[src/soc_defines.svh]
`ifndef soc_defines_svh
`define soc_defines_svh

// ROM region, writes are dropped
`define rom_base 32'h0000_0000
`define rom_size 32'h0000_1000

// RAM region directly above ROM
`define ram_base 32'h0000_1000
`define ram_size 32'h0000_2000

// Single-word peripheral registers
`define uart_addr 32'h0000_4000
`define kbd_addr 32'h0000_4004
`define irq_addr 32'h0000_4008

// Words behind ROM and RAM together
`define mem_words 3072

// Clocks per serial bit
`define uart_clks_per_bit 16

`endif

[src/kbd_pkg.sv]
package kbd_pkg;

    // Raw set-2 scan code from the keyboard
    typedef logic [7:0] scan_code_t;

    // One-cycle event next to the scan code
    typedef enum logic [1:0] {
        kbd_none,
        kbd_press,
        kbd_release
    } kbd_event_t;

endpackage

[src/ps2_receiver.sv]
`timescale 1ns/100ps

module ps2_receiver (
    input  logic                CLOCK_50,
    input  logic                KEY0,
    input  logic                PS2_CLK,
    input  logic                PS2_DAT,
    output kbd_pkg::kbd_event_t kbd_event,
    output kbd_pkg::scan_code_t scan_code
);
    import kbd_pkg::*;

    logic [1:0]  clk_sync;
    logic [1:0]  dat_sync;
    logic        clk_prev;
    logic        clk_fall;
    logic [3:0]  bit_cnt;
    logic [10:0] frame_q;
    logic        frame_full;
    logic        frame_good;
    scan_code_t  code_q;
    logic        break_seen;

    // Keyboard samples data on its falling clock
    assign clk_fall = clk_prev && !clk_sync[1];

    always_ff @(posedge CLOCK_50 or negedge KEY0) begin
        if (!KEY0) begin
            // Idle lines are high
            clk_sync   <= 2'b11;
            dat_sync   <= 2'b11;
            clk_prev   <= 1'b1;
            bit_cnt    <= '0;
            frame_q    <= '0;
            frame_full <= 1'b0;
            frame_good <= 1'b0;
            code_q     <= '0;
            break_seen <= 1'b0;
            kbd_event  <= kbd_none;
            scan_code  <= '0;
        end else begin
            clk_sync   <= {clk_sync[0], PS2_CLK};
            dat_sync   <= {dat_sync[0], PS2_DAT};
            clk_prev   <= clk_sync[1];
            frame_full <= 1'b0;
            kbd_event  <= kbd_none;
            // Stage 1, shift in LSB first, start bit ends up in bit 0
            if (clk_fall) begin
                frame_q <= {dat_sync[1], frame_q[10:1]};
                if (bit_cnt == 4'd10) begin
                    bit_cnt    <= '0;
                    frame_full <= 1'b1;
                end else begin
                    bit_cnt <= bit_cnt + 4'd1;
                end
            end
            // Stage 2, start low, odd parity, stop high
            frame_good <= frame_full && !frame_q[0] && frame_q[10] && (^frame_q[9:1]);
            if (frame_full) begin
                code_q <= frame_q[8:1];
            end
            // Stage 3, F0 prefix only arms the release flag
            if (frame_good) begin
                if (code_q == 8'hF0) begin
                    break_seen <= 1'b1;
                end else begin
                    kbd_event  <= break_seen ? kbd_release : kbd_press;
                    scan_code  <= code_q;
                    break_seen <= 1'b0;
                end
            end
        end
    end

endmodule

[config.mk]
export PLATFORM = sky130hd
export DESIGN_NAME = ps2_receiver
export DESIGN_NICKNAME = d
export VERILOG_FILES = /design/src/soc_defines.svh /design/src/kbd_pkg.sv /design/src/ps2_receiver.sv
export SDC_FILE = /design/constraint.sdc
export NUM_CORES = 1
export LEC_CHECK = 0
export BUFFER_PORTS_ARGS = -buffer_cell sky130_fd_sc_hd__buf_2
export CAP_MARGIN = 0
export CORE_UTILIZATION = 62
export DETAILED_ROUTE_END_ITERATION = 8
export PLACE_DENSITY = 0.81
export REMOVE_ABC_BUFFERS = 1
export SLEW_MARGIN = 10
export SYNTH_ARGS = -nofsm -noshare
export SYNTH_HDL_FRONTEND = slang
export SYNTH_SLANG_ARGS = --single-unit
[constraint.sdc]
create_clock -name CLOCK_50 -period 4.4 [get_ports CLOCK_50]
set_input_delay 0.44 -clock CLOCK_50 [delete_from_list [all_inputs] [get_ports CLOCK_50]]
set_output_delay 0.44 -clock CLOCK_50 [all_outputs]
set_load 0.01 [all_outputs]
==> results.cfg <==
[outcome]
status = completed

[setup_path]
worstReg2RegEnd = scan_code[5]$_DFFE_PN0P_
r2r_slack_ps = 2680
crit_end = scan_code[5]$_DFFE_PN0P_
r2r_cells = 3
worstPathRequired_ps = 4630
arrival_ps = 1960
critPathLaunchType = flip-flop
critPathLaunch = code_q[0]$_DFFE_PN0P_
rr_startpoint = code_q[0]$_DFFE_PN0P_
crit_type = flip-flop to flip-flop
end_kind = flip-flop
critical_path.max_fanout = 7

[synthesis]
yosysTopAreaCellShare_pct = 54.4
syn-instance-count = 112
yosys.area.top_type = dfrtp_1
ys_types = 29
synth_top_flop_cell = dfrtp_1
yosys-top-cells-count = dfrtp_1, mux2_2, dfstp_2
syn_avg_cell_area_um2 = 14.8
synth_mux_area_share_pct = 17.5
yosysSeqAreaShare_pct = 62.4
synth_top_family_by_area = multiplexers
ys_async_sr_fraction_pct = 100
ys_warn_count = 0
synth_xor_area_share_pct = 4.84
syn_area_mm2 = 0.00166
synth-compound-area-share_pct = 7.63
ys_ff_latch = 41
yosys.area_share.simple_pct = 6.05
synth.most_common_cell = dfrtp_1
synth_area_leaders = dfrtp_1, mux2_2, dfstp_2, xnor3_1, o41ai_4
synthAdderAreaFrac_pct = 0
synth_edf_count = 0

[sta]
slew_viol_final = 0
whs_ps = 186
tns_ps = 0
skew_ps = 11.1
setup_viol = 0
fin_crit_ps = 1720
worst_pin_slew_ps = 859
rsz0062_at_grt = false
slew_headroom_pct = 42.7
clock.fmax_ghz = 0.581
hold_viol = 0
final.period_utilization_pct = 39.1

[power]
intPower_uw = 728
comb_power_share_pct = 26.4
swShare_pct = 30.3
ir_worst_vdd_uv = 463
p_sw_uw = 317
clkPwrFrac_pct = 18.3
p_seq_share_pct = 55.3
power.density_mw_per_mm2 = 580
p_leak_nw = 0.864

[grt]
grt_pass1_vias = 837
gr-total-overflow = 0
grt_pass1_wl_um = 3930
grt_antenna_before_repair = 0
grt_max_degree = 42
use_met2_pct = 30.7
grtUsageTotal_pct = 20.7
met1_usage_pct = 26.4
use_met3_pct = 5.93
top_usage_layer = met2

[final_layout]
nets = 132
layout.cells.non_filler = 159
drive_gt1_share_pct = 40.3
fin_util_pct = 72.1
area_delta_synth_final_pct = 8.84
design_area_mm2 = 0.00180
diodes = 0

[die]
die_h_um = 53.7
die_area_mm2 = 0.00288
dieWidth_um = 53.7
start_util_pct = 66.2
fp.coreArea_mm2 = 0.00250
io_pins = 14
num_rows = 18

[clock_tree]
cts_buffer_depth = 2
cts_hold_buf = 0
clock-sinks = 41
cts_resized = 0
htreeDepth = 2
clk_latency_ps = 350
cts_buffers = 5
cts_root_buffer = clkbuf_4
post-cts-setup-buffers = 0
cts_tree = built
clk_pin_slew_ps = 120

[detailed_routing]
wirelength_um = 2480
viasPerCell = 5.77
postRouteAntennaNets = 0
drcViolationCount = 0
drt-initial-drc-count = 5
first_pass_iters = 4
vias = 917
wl_per_cell_um = 15.6

[placed_design]
port_buffers = 13
place.gp.congestion = 0.664
dp.cells = 151
hpwl_um = 1710
placed_area_mm2 = 0.00174

[worst_hold_path]
worstHoldPathType = primary input to async pin

[job]
maxCapViolations = 0
==> layout by cell type, fill, tap and decap left out, drive strengths merged, types with 2 or more instances in the layout <==
| master | Yosys | layout |
|---|---|---|
| buf | 0 | 13 |
| inv | 3 | 3 |
| nor2 | 4 | 4 |
| xnor3 | 2 | 2 |
| o21ai | 2 | 2 |
| dfrtp | 36 | 36 |
| xnor2 | 3 | 3 |
| dfstp | 5 | 5 |
| o41ai | 3 | 3 |
| nor3 | 2 | 2 |
| nand2b | 4 | 4 |
| clkbuf | 4 | 8 |
| mux2 | 24 | 24 |
| nand2 | 2 | 2 |
| a22o | 4 | 4 |
| mux2i | 2 | 2 |
==> through the flow <==
step	total power [mW]	setup slack, ps
finish	1.04	2680
global route	1.10	2610
CTS	1.05	2680
detailed placement	0.862	2690
global placement	0.836	2760
floorplan	0.781	2810
==> flip-flops by register name, indices dropped and copies added, names as in the netlist <==
register and count:
frame_full 1, frame_q 11, dat_sync 2, clk_prev 1, frame_good 1, bit_cnt 4
scan_code 8, code_q 8, kbd_event 2, break_seen 1, clk_sync 2
==> kinds of logic after synthesis <==
family / after synthesis
buf+inv: 7
simple gates: 18
flops: 41
xor+xnor: 6
mux: 26
compound gates: 14
==> final cells by class <==
cell class                      instances  area, um2
Sequential cell                        41       1030
Fill cell                             167        698
Multi-Input combinational cell         64        597
Timing Repair Buffer                   13       65.1
Clock buffer                            8       58.8
Tap cell                               30       37.5
Inverter                                3       11.3
==> worst max-delay path, stage by stage (launching register included) <==
cell     delay, ps
dfrtp_1        430
or2_4          280
o41ai_4        510
mux2_2         390
==> layer usage <==
| metal | vias up | part of all wire [%] |
|---|---|---|
| met3 | 6 | 3.1 |
| met1 | 462 | 47 |
| met2 | 15 | 47 |
| li1 | 434 | - |
| met5 | - | 0 |
| met4 | 0 | 2.8 |
==> worst min-delay path by stage <==
stage	startpoint	endpoint	slack [ps]	cells after the start
6_report	KEY0	bit_cnt[0]$_DFFE_PN0P_	190	1
5_1_grt	PS2_CLK	clk_sync[0]$_DFF_PN1_	160	1
4_1_cts	PS2_CLK	clk_sync[0]$_DFF_PN1_	170	1
3_5_place_dp	clk_sync[0]$_DFF_PN1_	clk_sync[1]$_DFF_PN1_	350	0
3_3_place_gp	dat_sync[0]$_DFF_PN1_	dat_sync[1]$_DFF_PN1_	350	0
2_1_floorplan	KEY0	bit_cnt[0]$_DFFE_PN0P_	140	0
==> power by group through the flow <==
stage	clock [mW]	sequential (mW)	combinational, mW
finish	0.191	0.578	0.276
global route	0.212	0.596	0.295
CTS	0.198	0.576	0.279
detailed placement	0	0.585	0.277
global placement	0	0.576	0.259
floorplan	0	0.557	0.224
No activity file was read; power rests on OpenSTA's default activity.
