<file path="src/soc_defines.svh">
`ifndef soc_defines_svh
`define soc_defines_svh

// ROM region, writes are dropped
`define rom_base 32'h0000_0000
`define rom_size 32'h0000_1000

// RAM region directly above ROM
`define ram_base 32'h0000_1000
`define ram_size 32'h0000_2000

// Single-word peripheral registers
`define uart_addr 32'h0000_4000
`define kbd_addr 32'h0000_4004
`define irq_addr 32'h0000_4008

// Words behind ROM and RAM together
`define mem_words 3072

// Clocks per serial bit
`define uart_clks_per_bit 16

`endif

</file>
<file path="src/uart_tx.sv">
`timescale 1ns/100ps
`include "soc_defines.svh"

module uart_tx (
    input  logic       CLOCK_50,
    input  logic       KEY0,
    input  logic       tx_start,
    input  logic [7:0] tx_byte,
    output logic       tx_busy,
    output logic       tx_done,
    output logic       uart_txd
);
    localparam int cnt_w = $clog2(`uart_clks_per_bit);

    logic [cnt_w-1:0] clk_cnt;
    logic [3:0]       bit_cnt;
    logic [9:0]       shift_q;
    logic             bit_end;

    // Last clock of the current bit
    assign bit_end  = (clk_cnt == cnt_w'(`uart_clks_per_bit - 1));
    // Line idles high between frames
    assign uart_txd = tx_busy ? shift_q[0] : 1'b1;

    always_ff @(posedge CLOCK_50 or negedge KEY0) begin
        if (!KEY0) begin
            tx_busy <= 1'b0;
            tx_done <= 1'b0;
            clk_cnt <= '0;
            bit_cnt <= '0;
        end else begin
            tx_done <= 1'b0;
            if (!tx_busy) begin
                // Start only accepted when idle
                if (tx_start) begin
                    tx_busy <= 1'b1;
                    clk_cnt <= '0;
                    bit_cnt <= '0;
                end
            end else if (bit_end) begin
                clk_cnt <= '0;
                // Ten bits, stop bit is the last
                if (bit_cnt == 4'd9) begin
                    tx_busy <= 1'b0;
                    tx_done <= 1'b1;
                end else begin
                    bit_cnt <= bit_cnt + 4'd1;
                end
            end else begin
                clk_cnt <= clk_cnt + 1'b1;
            end
        end
    end

    // Stop, data, start; shifts toward bit 0
    always_ff @(posedge CLOCK_50) begin
        if (!tx_busy && tx_start) begin
            shift_q <= {1'b1, tx_byte, 1'b0};
        end else if (tx_busy && bit_end) begin
            shift_q <= {1'b1, shift_q[9:1]};
        end
    end

endmodule

</file>
<file path="config.mk">
export PLATFORM = sky130hd
export DESIGN_NAME = uart_tx
export DESIGN_NICKNAME = d
export VERILOG_FILES = /design/src/uart_tx.sv
export VERILOG_INCLUDE_DIRS = /design/src /design/src/src
export SDC_FILE = /design/constraint.sdc
export NUM_CORES = 1
export LEC_CHECK = 0
export BUFFER_PORTS_ARGS = -buffer_cell sky130_fd_sc_hd__buf_2
export CAP_MARGIN = 0
export CELL_PAD_IN_SITES_DETAIL_PLACEMENT = 1
export CELL_PAD_IN_SITES_GLOBAL_PLACEMENT = 1
export CORE_ASPECT_RATIO = 0.9
export CORE_MARGIN = 1
export CORE_UTILIZATION = 43
export DETAILED_ROUTE_END_ITERATION = 8
export PLACE_DENSITY = 0.74
export SLEW_MARGIN = 10
export SYNTH_ARGS = -nofsm -noshare
export SYNTH_HDL_FRONTEND = slang
export SYNTH_SLANG_ARGS = --single-unit
</file>
<file path="constraint.sdc">
create_clock -name CLOCK_50 -period 4.5 [get_ports CLOCK_50]
set_input_delay 0.225 -clock CLOCK_50 [delete_from_list [all_inputs] [get_ports CLOCK_50]]
set_output_delay 0.225 -clock CLOCK_50 [all_outputs]
set_load 0.01 [all_outputs]
</file>
==> flow_summary.json <==
{
  "synth_ff_type": "sky130_fd_sc_hd__dfrtp_1",
  "count_of_boundary_i_o_pins": 14,
  "period_needed_ns": 1.83,
  "drt-total-wl_um": 1950,
  "die_h_um": 45.9,
  "cts_max_level": 1,
  "detail_route.iter0.violations": 6,
  "run_status": "finished, final reports clean",
  "grt_setup_unrepaired": "no",
  "die_width_um": 50.8,
  "p_seq_frac": 0.527,
  "routed_via_density": 5.62,
  "final_design_area_no_fill_um2": 1040,
  "post_synth.cell_area_avg_um2": 11.5,
  "synthesis.nets": 94,
  "timing.final.crit_share": 0.408,
  "start_util": 0.468,
  "synth-compound-area-share": 0.161,
  "place_area_um2": 1000,
  "slew_violations": 0,
  "netSwitchingFraction": 0.345,
  "final_util": 0.526,
  "cp_slowest_cell": "sky130_fd_sc_hd__dfrtp_1",
  "finalSetupViolations": 0,
  "synthSimpleGateAreaFrac": 0.204,
  "powerDensity_nw_per_um2": 497,
  "routed_vias": 669,
  "post-synth-top-area-cell": "sky130_fd_sc_hd__dfrtp_1",
  "dieArea_um2": 2330,
  "holdCritPathClass": "in2reg",
  "yosysWarningCount": 0,
  "finalWeightedCongestion": 0.734,
  "crit_buf_inv": 0,
  "placementRows": 15,
  "postSynth.asyncResetShare": 0.526,
  "cp-end-kind": "flop",
  "wl_per_cell_um": 16.3,
  "synth.lib_cells_used.distinct": 28,
  "finalHoldViolations": 0,
  "largest_family_of_logic_cells_by_synthesized_area": "simple AND/OR/NAND/NOR gates",
  "worst_path_arrival_time_ns": 2.02,
  "maxCapViolations": 0,
  "vdd.ir_drop.worst_v": 0.000229,
  "grt_max_degree": 22,
  "worst_clock_skew_ns": 0.00276,
  "p_leak_nw": 0.439,
  "synth.ff_latch_count": 19,
  "antenna_left": 0,
  "syn_area_um2": 922,
  "n_diodes": 0,
  "tritoncts.num_buffers": 3,
  "postSynthCellCount": 80,
  "intPower_mw": 0.337,
  "core_region_area_um2": 1970,
  "pwr-share-clk": 0.168,
  "yosys.area_share.adder": 0.0407,
  "tritoncts": "yes",
  "num-nets-final": 109,
  "synth_top_cell_area_share": 0.271,
  "cts.sinks": 19,
  "ys_seq_area_frac": 0.554,
  "port_buffers": 13,
  "most-common-layout-cells": "13 x sky130_fd_sc_hd__buf_2, 10 x sky130_fd_sc_hd__dfrtp_1, 9 x sky130_fd_sc_hd__a22o_1, 8 x sky130_fd_sc_hd__edfxtp_1",
  "firstDrtPassIters": 4,
  "worst_ep_required_time_ns": 4.69,
  "clk_pin_slew_worst_paths_ns": 0.11,
  "multiplexer_area_fraction_after_synthesis": 0,
  "timing.setup.critical_path_class": "reg2reg",
  "grt_usage": 0.200,
  "maxSlewHeadroom": 0.564,
  "crit_path_max_incr_delay_ns": 0.78,
  "cts.path.max_buffers": 2,
  "tightest_slew_ns": 0.655,
  "synthTopCellsByArea": "sky130_fd_sc_hd__dfrtp_1 27%, sky130_fd_sc_hd__edfxtp_1 26%, sky130_fd_sc_hd__a22o_1 8.5%",
  "critical_path_cell_by_cell": "nand2b_1, nand2_1, a221o_1",
  "post_route_cells_drive_above_1_share": 0.191,
  "critical_path.startpoint_type": "flop",
  "overflow": 0,
  "clockRootBuffer": "sky130_fd_sc_hd__clkbuf_4",
  "via_count_of_the_first_global_routing_pass": 666,
  "layout_commonest_cell": "sky130_fd_sc_hd__buf_2",
  "p_switching_mw": 0.178,
  "max_freq_ghz": 0.545,
  "grt_antenna_before_repair": 0,
  "post_cts_setup_buffer_count": 0,
  "source_to_sink_clock_delay_at_the_later_pin_of_the_worst_skew_pair_ns": 0.29,
  "grt_first_pass_wirelength_um": 3240,
  "remaining_drc_errors": 0,
  "dpl.hpwl_um": 1390,
  "synth_edf_count": 8,
  "crit_path_max_fanout": 21,
  "areaGrowthSynthToFinish_pct": 12.5,
  "power_frac_comb": 0.305,
  "critPathTopFamily": "flip-flops",
  "synthXorXnorAreaFrac": 0.00950,
  "fin_tns_setup_ns": 0
}
[synth_stat cells, drive strengths merged (3+ instances only)]
cell     n
dfrtp   10
nor2     3
edfxtp   8
nand3    7
nand2    7
a21oi    3
nand4b   3
a22o     9
inv      3
ha       3
[cells by family after synthesis]
family | count (synthesis)
simple gates | 30
flops | 19
compound gates | 20
fa+ha+maj | 3
xor+xnor | 1
buf+inv | 7
[worst register-to-register path, stage by stage, from the launching register on]
cell and delay [ns]:
sky130_fd_sc_hd__dfrtp_1 0.78, sky130_fd_sc_hd__nand2b_1 0.28, sky130_fd_sc_hd__nand2_1 0.27, sky130_fd_sc_hd__a221o_1 0.40
[final cells by class]
cell class / count / area (um2)
Tap cell: 25 / 31.3
Clock buffer: 4 / 26.3
Multi-Input combinational cell: 54 / 383
Sequential cell: 19 / 510
Inverter: 3 / 11.3
Timing Repair Buffer: 14 / 75.1
Fill cell: 221 / 933
[sequential cells by signal, indices dropped and copies added (netlist names)]
register and count:
shift_q 9, bit_cnt 4, clk_cnt 4, tx_busy 1, tx_done 1
[power groups by stage]
stage | clock, mW | combinational, mW | sequential (mW)
floorplan | 0 | 0.123 | 0.262
global placement | 0 | 0.150 | 0.273
detailed placement | 0 | 0.159 | 0.274
CTS | 0.0878 | 0.160 | 0.271
global route | 0.0951 | 0.182 | 0.279
finish | 0.0866 | 0.157 | 0.272
[layer usage]
| layer | wire (um) | global-route usage | up-vias |
|---|---|---|---|
| met1 | 1080 | 0.300 | 329 |
| met2 | 814 | 0.280 | 6 |
| met4 | 21 | 0.100 | 0 |
| met5 | 0 | 0 | - |
| met3 | 33 | 0.0300 | 2 |
| li1 | - | - | 332 |
[path summary, 6_finish.rpt]
check | end | start | slack (ns) | depth (start not counted)
worst max-delay path | bit_cnt[2] | tx_busy | 2.67 | 3
min in group asynchronous | clk_cnt[1] | KEY0 | 0.32 | 2
worst min-delay path | clk_cnt[2] | tx_start | 0.18 | 2
worst min register to register | shift_q[0] | shift_q[0] | 0.48 | 2
worst max register to register | bit_cnt[2] | tx_busy | 2.67 | 3
max in group asynchronous | bit_cnt[3] | KEY0 | 3.98 | 2
[metrics by stage]
| stage | instances | hold WS (ns) | worst slack (ns) | power, mW |
|---|---|---|---|---|
| after global routing | 119 | 0.178 | 2.53 | 0.556 |
| after detailed placement | 114 | 0.106 | 2.67 | 0.434 |
| after global placement | 114 | 0.103 | 2.75 | 0.424 |
| final | 119 | 0.182 | 2.67 | 0.515 |
| after CTS | 119 | 0.184 | 2.65 | 0.519 |
| after floorplan | 80 | -0.0706 | 2.96 | 0.386 |
[repair_timing]
item	in CTS	in global routing
hold endpoints to repair	10	0
gates resized for setup	0	0
setup endpoints to repair	0	0
hold buffers	1	0
Note: power is estimated with default switching activity, not from simulation.
