### config.mk
export PLATFORM = sky130hd
export DESIGN_NAME = system_bus
export DESIGN_NICKNAME = d
export VERILOG_FILES = /design/src/bus_pkg.sv /design/src/kbd_pkg.sv /design/src/system_bus.sv
export VERILOG_INCLUDE_DIRS = /design/src /design/src/src
export SDC_FILE = /design/constraint.sdc
export NUM_CORES = 1
export LEC_CHECK = 0
export BUFFER_PORTS_ARGS = -buffer_cell sky130_fd_sc_hd__buf_2
export CELL_PAD_IN_SITES_DETAIL_PLACEMENT = 1
export CELL_PAD_IN_SITES_GLOBAL_PLACEMENT = 2
export CORE_AREA = 10 10 106 145
export DETAILED_ROUTE_END_ITERATION = 16
export DIE_AREA = 0 0 116 155
export PLACE_DENSITY_LB_ADDON = 0.1
export SYNTH_ARGS = -nofsm -noshare
export SYNTH_HDL_FRONTEND = slang
export SYNTH_SLANG_ARGS = --single-unit
### constraint.sdc
create_clock -name CLOCK_50 -period 3.5 [get_ports CLOCK_50]
set_input_delay 0.35 -clock CLOCK_50 [delete_from_list [all_inputs] [get_ports CLOCK_50]]
set_output_delay 0.35 -clock CLOCK_50 [all_outputs]
set_load 0.005 [all_outputs]
### src/soc_defines.svh
`ifndef soc_defines_svh
`define soc_defines_svh

// ROM region, writes are dropped
`define rom_base 32'h0000_0000
`define rom_size 32'h0000_1000

// RAM region directly above ROM
`define ram_base 32'h0000_1000
`define ram_size 32'h0000_2000

// Single-word peripheral registers
`define uart_addr 32'h0000_4000
`define kbd_addr 32'h0000_4004
`define irq_addr 32'h0000_4008

// Words behind ROM and RAM together
`define mem_words 3072

// Clocks per serial bit
`define uart_clks_per_bit 16

`endif

### src/bus_pkg.sv
package bus_pkg;

    // Byte address and data word on the bus
    typedef logic [31:0] bus_addr_t;
    typedef logic [31:0] bus_data_t;

    // Target of one bus access
    typedef enum logic [2:0] {
        region_rom,
        region_ram,
        region_uart,
        region_kbd,
        region_irq,
        region_none
    } region_t;

    // 0 idle, 1 key press, 2 transmit done
    typedef logic [3:0] irq_vector_t;

endpackage

### src/kbd_pkg.sv
package kbd_pkg;

    // Raw set-2 scan code from the keyboard
    typedef logic [7:0] scan_code_t;

    // One-cycle event next to the scan code
    typedef enum logic [1:0] {
        kbd_none,
        kbd_press,
        kbd_release
    } kbd_event_t;

endpackage

### src/system_bus.sv
`timescale 1ns/100ps
`include "soc_defines.svh"

module system_bus (
    input  logic                          CLOCK_50,
    input  logic                          KEY0,
    input  logic                          wb_cyc,
    input  logic                          wb_stb,
    input  logic                          wb_we,
    input  bus_pkg::bus_addr_t            wb_adr,
    input  bus_pkg::bus_data_t            wb_dat_w,
    output bus_pkg::bus_data_t            wb_dat_r,
    output logic                          wb_ack,
    output logic                          mem_en,
    output logic                          mem_we,
    output logic [$clog2(`mem_words)-1:0] mem_index,
    output bus_pkg::bus_data_t            mem_wdata,
    input  bus_pkg::bus_data_t            mem_rdata,
    output logic                          tx_start,
    output kbd_pkg::scan_code_t           tx_byte,
    input  logic                          tx_busy,
    input  kbd_pkg::kbd_event_t           kbd_event,
    input  kbd_pkg::scan_code_t           scan_code
);
    import bus_pkg::*;
    import kbd_pkg::*;

    typedef enum logic {st_idle, st_access} state_t;

    state_t     state;
    region_t    region;
    region_t    region_q;
    logic       req;
    logic       uart_hold;
    logic       kbd_valid;
    logic       kbd_released;
    scan_code_t kbd_code;

    // Address decode, master holds wb_adr for the whole access
    always_comb begin
        if (wb_adr >= `rom_base && wb_adr < `rom_base + `rom_size) begin
            region = region_rom;
        end else if (wb_adr >= `ram_base && wb_adr < `ram_base + `ram_size) begin
            region = region_ram;
        end else if (wb_adr == `uart_addr) begin
            region = region_uart;
        end else if (wb_adr == `kbd_addr) begin
            region = region_kbd;
        end else if (wb_adr == `irq_addr) begin
            region = region_irq;
        end else begin
            region = region_none;
        end
    end

    // Fresh request only, not the strobe still high during ack
    assign req = wb_cyc && wb_stb && !wb_ack && (state == st_idle);

    // Memory sees the access in the decode cycle
    assign mem_en    = req && (region == region_rom || region == region_ram);
    // ROM writes never reach the array
    assign mem_we    = req && wb_we && (region == region_ram);
    assign mem_index = wb_adr[$clog2(`mem_words)+1:2];
    assign mem_wdata = wb_dat_w;

    // UART data write stalls while a frame is on the line
    assign uart_hold = (region_q == region_uart) && wb_we && tx_busy;
    assign tx_start  = (state == st_access) && (region_q == region_uart)
                       && wb_we && !tx_busy;
    // Low byte only
    assign tx_byte   = wb_dat_w[7:0];

    // Decode cycle, then ack cycle
    always_ff @(posedge CLOCK_50 or negedge KEY0) begin
        if (!KEY0) begin
            state    <= st_idle;
            region_q <= region_none;
            wb_ack   <= 1'b0;
        end else begin
            wb_ack <= 1'b0;
            if (state == st_idle) begin
                if (req) begin
                    state    <= st_access;
                    region_q <= region;
                end
            end else if (!uart_hold) begin
                state  <= st_idle;
                wb_ack <= 1'b1;
            end
        end
    end

    // Read mux, registered so data lines up with wb_ack
    always_ff @(posedge CLOCK_50) begin
        if (state == st_access && !uart_hold) begin
            case (region_q)
                region_rom, region_ram: wb_dat_r <= mem_rdata;
                region_kbd:             wb_dat_r <= {22'd0, kbd_released, kbd_valid, kbd_code};
                region_uart:            wb_dat_r <= {31'd0, tx_busy};
                // Interrupt vector lives on its own pins
                default:                wb_dat_r <= '0;
            endcase
        end
    end

    // Keyboard data register
    always_ff @(posedge CLOCK_50 or negedge KEY0) begin
        if (!KEY0) begin
            kbd_valid    <= 1'b0;
            kbd_released <= 1'b0;
            kbd_code     <= '0;
        end else if (kbd_event != kbd_none) begin
            // New key wins over a read in the same cycle
            kbd_valid    <= 1'b1;
            kbd_released <= (kbd_event == kbd_release);
            kbd_code     <= scan_code;
        end else if (state == st_access && region_q == region_kbd && !wb_we) begin
            // Clear on read
            kbd_valid <= 1'b0;
        end
    end

endmodule

==> results.sh <==
export IMPL_min_period_over_period_pct=63.5
export IMPL_drtIter0Drc=22
export IMPL_final_max_slew_violation_count=0
export IMPL_end_kind="output port"
export IMPL_critPathRequiredTime_ns=3.15
export IMPL_final_util_pct=23.3
export IMPL_ctsResizeCount=0
export IMPL_setup_viol=0
export IMPL_async_reset_ff_share_pct=31.9
export IMPL_hold_violations=0
export IMPL_grt_start_max_net_pins=34
export IMPL_slew_limit_headroom_pct=25.7
export IMPL_critPathSlowestCell="nor4b_1"
export IMPL_syn_nets=296
export IMPL_synth_largest_area_cell="edfxtp_1"
export IMPL_yosysUniqueCellTypes=34
export IMPL_worstSkewPairLatency_ns=0.29
export IMPL_drt_wl_total_mm=7.57
export IMPL_vias=1660
export IMPL_post_dp_hpwl_mm=6.36
export IMPL_drtAntennaViolNets=0
export IMPL_fmax_mhz=450
export IMPL_synthTopCellsByArea="edfxtp_1 (41%), buf_4 (17%), dfrtp_1 (14%), and2_1 (5.9%), mux2_2 (3.8%)"
export IMPL_skew_ns=0.00285
export IMPL_layout_drive_gt1_share_pct=59.2
export IMPL_status="finished, final reports clean"
export IMPL_post_synth_top_count_cell="buf_4"
export IMPL_via_per_inst=3.96
export IMPL_numCtsBuffers=5
export IMPL_clock_sinks=47
export IMPL_clkTransAtPathRegs_ns=0.07
export IMPL_wire_per_inst_um=18.1
export IMPL_synth_top_area_share_pct=40.9
export IMPL_ios=200
export IMPL_path_class="flip-flop to output port"
export IMPL_nFillCells=1478
export IMPL_powerDensity_nw_per_um2=424
export IMPL_die_area_um2=18000
export IMPL_die_x_um=116
export IMPL_min_period_ns=2.22
export IMPL_ctsRootBufferMaster="clkbuf_16"
export IMPL_core_area_um2=12800
export IMPL_htreeDepth=2
export IMPL_syn_inst=184
export IMPL_synth_compound_area_share_pct=5.85
export IMPL_setup_worst_path_start_class="flip-flop"
export IMPL_die_h_um=155
export IMPL_synth_xor_area_share_pct=0
export IMPL_regArea_um2=1340
export IMPL_io_buffers=127
export IMPL_holdWs_ns=0.242
export IMPL_first_pass_iters=3
export IMPL_crit_fanout=5
export IMPL_netlist_top_cells_count="buf_4 (52), edfxtp_1 (32), and2_1 (22)"
export IMPL_worst_pin_slew_ns=1.11
export IMPL_cp_cell_sequence="inv_1 > nor4b_1 > nand2_1 > nor2_1 > buf_2"
export IMPL_antenna_found_initial=2
export IMPL_rsz0062_at_grt="false"
export IMPL_synthToLayoutAreaGrowth_pct=26.3
export IMPL_slowest_delay_ns=0.73
export IMPL_cts_tree="done"
export IMPL_cts_setup_buffers=0
export IMPL_synth_top_family_by_area="buffers and inverters"
export IMPL_synthMuxAreaShare_pct=4.26
export IMPL_crit_buf_inv=2
export IMPL_yosysSeqAreaShare_pct=56.9
export IMPL_synth_simple_area_share_pct=15.3
export IMPL_synth_cell_area_um2=2350
export IMPL_globalplace_congestion=0.640
export IMPL_grt_use_total_pct=8.18
export IMPL_fin_total_pwr_mw=1.26
export IMPL_drv_cap=0
export IMPL_yosysWarnings=0
export IMPL_grt_ovfl_total=0
export IMPL_grt_pass1_wl_mm=11.3
export IMPL_synth_fa_ha_area_share_pct=0
export IMPL_start_util_pct=18.4
export IMPL_layoutNonFillerInstCount=419
export IMPL_synth_edff_count=32
export IMPL_synth_area_per_cell_um2=12.8
export IMPL_hp_class="input port to flip-flop"
export IMPL_drc_errors=0
export IMPL_leakage_nw=1.32
export IMPL_grt_pass1_vias=1924
export IMPL_arrival_ns=1.87
export IMPL_clock_path_buffers=2
export IMPL_multiInputGateArea_um2=611
export IMPL_synth_ff_type="edfxtp_1"
export IMPL_crit_family="simple AND/OR/NAND/NOR gates"
export IMPL_vdd_drop_max_mv=0.158
export IMPL_place_inst=409
export IMPL_fin_nets=376
export IMPL_rows=49
export IMPL_fin_tns_setup_ns=0
export IMPL_ys_seq_elements=47
repair_timing:
| item | in CTS | in global routing |
|---|---|---|
| hold buffers | 1 | 0 |
| endpoints found under the setup margin | 0 | 0 |
| endpoints found under the hold margin | 13 | 0 |
layout by cell type (no fill, tap or decap), types with 2 or more instances in the layout:
| cell | instances |
|---|---|
| and2_1 | 22 |
| nand2_1 | 3 |
| dfstp_2 | 2 |
| mux2_2 | 8 |
| nor2_1 | 8 |
| a22o_1 | 9 |
| edfxtp_1 | 32 |
| dfrtp_1 | 13 |
| inv_1 | 3 |
| nor2_2 | 2 |
| nor4_2 | 2 |
| nor4_1 | 4 |
| clkbuf_16 | 6 |
| buf_2 | 127 |
power by group:
group | total (mW) | switching (mW) | leakage, nW | internal [mW]
registers | 0.629 | 0.00991 | 0.482 | 0.619
clock network | 0.516 | 0.207 | 0.0820 | 0.308
logic | 0.115 | 0.0535 | 0.760 | 0.0613
metrics by stage:
step	area, um^2	setup slack [ns]
2_1_floorplan	2350	0.858
5_1_grt	2970	1.11
3_5_place_dp	2800	1.48
6_report	2970	1.28
3_3_place_gp	2800	1.47
4_1_cts	2970	1.26
layer usage:
metal	vias to the layer above	part of all wire [%]	GRT usage (%)
li1	762	-	-
met1	751	35	7.70
met2	124	48	14.0
met3	21	15	5.16
met4	2	2.3	2.99
met5	-	0.26	0
worst reg2reg max path, delay by kind of cell (launching register included):
family                 cells  cell delay (ns)
buffers and inverters      1             0.09
and+or+nand+nor            1             0.73
DFF                        1             0.41
AOI/OAI and AO/OA          1             0.43
state kept, by name, summed over array words and instances, names as in the netlist:
signal	count
wb_ack	1
kbd_code	8
wb_dat_r	32
region_q	3
kbd_valid	1
kbd_released	1
state	1
worst paths after layout:
path / from / to / slack [ns] / cells after the start
max in group asynchronous: KEY0 / region_q[0]$_DFFE_PN1P_ / 2.69 / 2
min in group asynchronous: KEY0 / kbd_code[4]$_DFFE_PN0P_ / 0.50 / 2
min: kbd_event[0] / kbd_released$_DFFE_PN0P_ / 0.24 / 2
min reg2reg: kbd_valid$_DFFE_PN0P_ / kbd_valid$_DFFE_PN0P_ / 0.48 / 2
max: region_q[1]$_DFFE_PN0P_ / tx_start / 1.28 / 5
max reg2reg: region_q[1]$_DFFE_PN0P_ / wb_dat_r[5]$_DFFE_PP_ / 1.46 / 3
kinds of logic (layout without fill, tap and decap cells):
family	Yosys count	count (layout)
buf+inv	59	140
compound gates	16	16
other cells	0	1
mux	9	9
simple gates	53	53
flops	47	47
layout make-up:
cell class | instances | share of cell area (%)
Clock inverter | 2 | 0.463
Antenna cell | 1 | 0.0842
Sequential cell | 47 | 45.1
Tap cell | 153 | 6.44
Multi-Input combinational cell | 78 | 20.5
Clock buffer | 6 | 5.05
Timing Repair Buffer | 129 | 22.0
Inverter | 3 | 0.379
(Power assumes the default switching activity.)
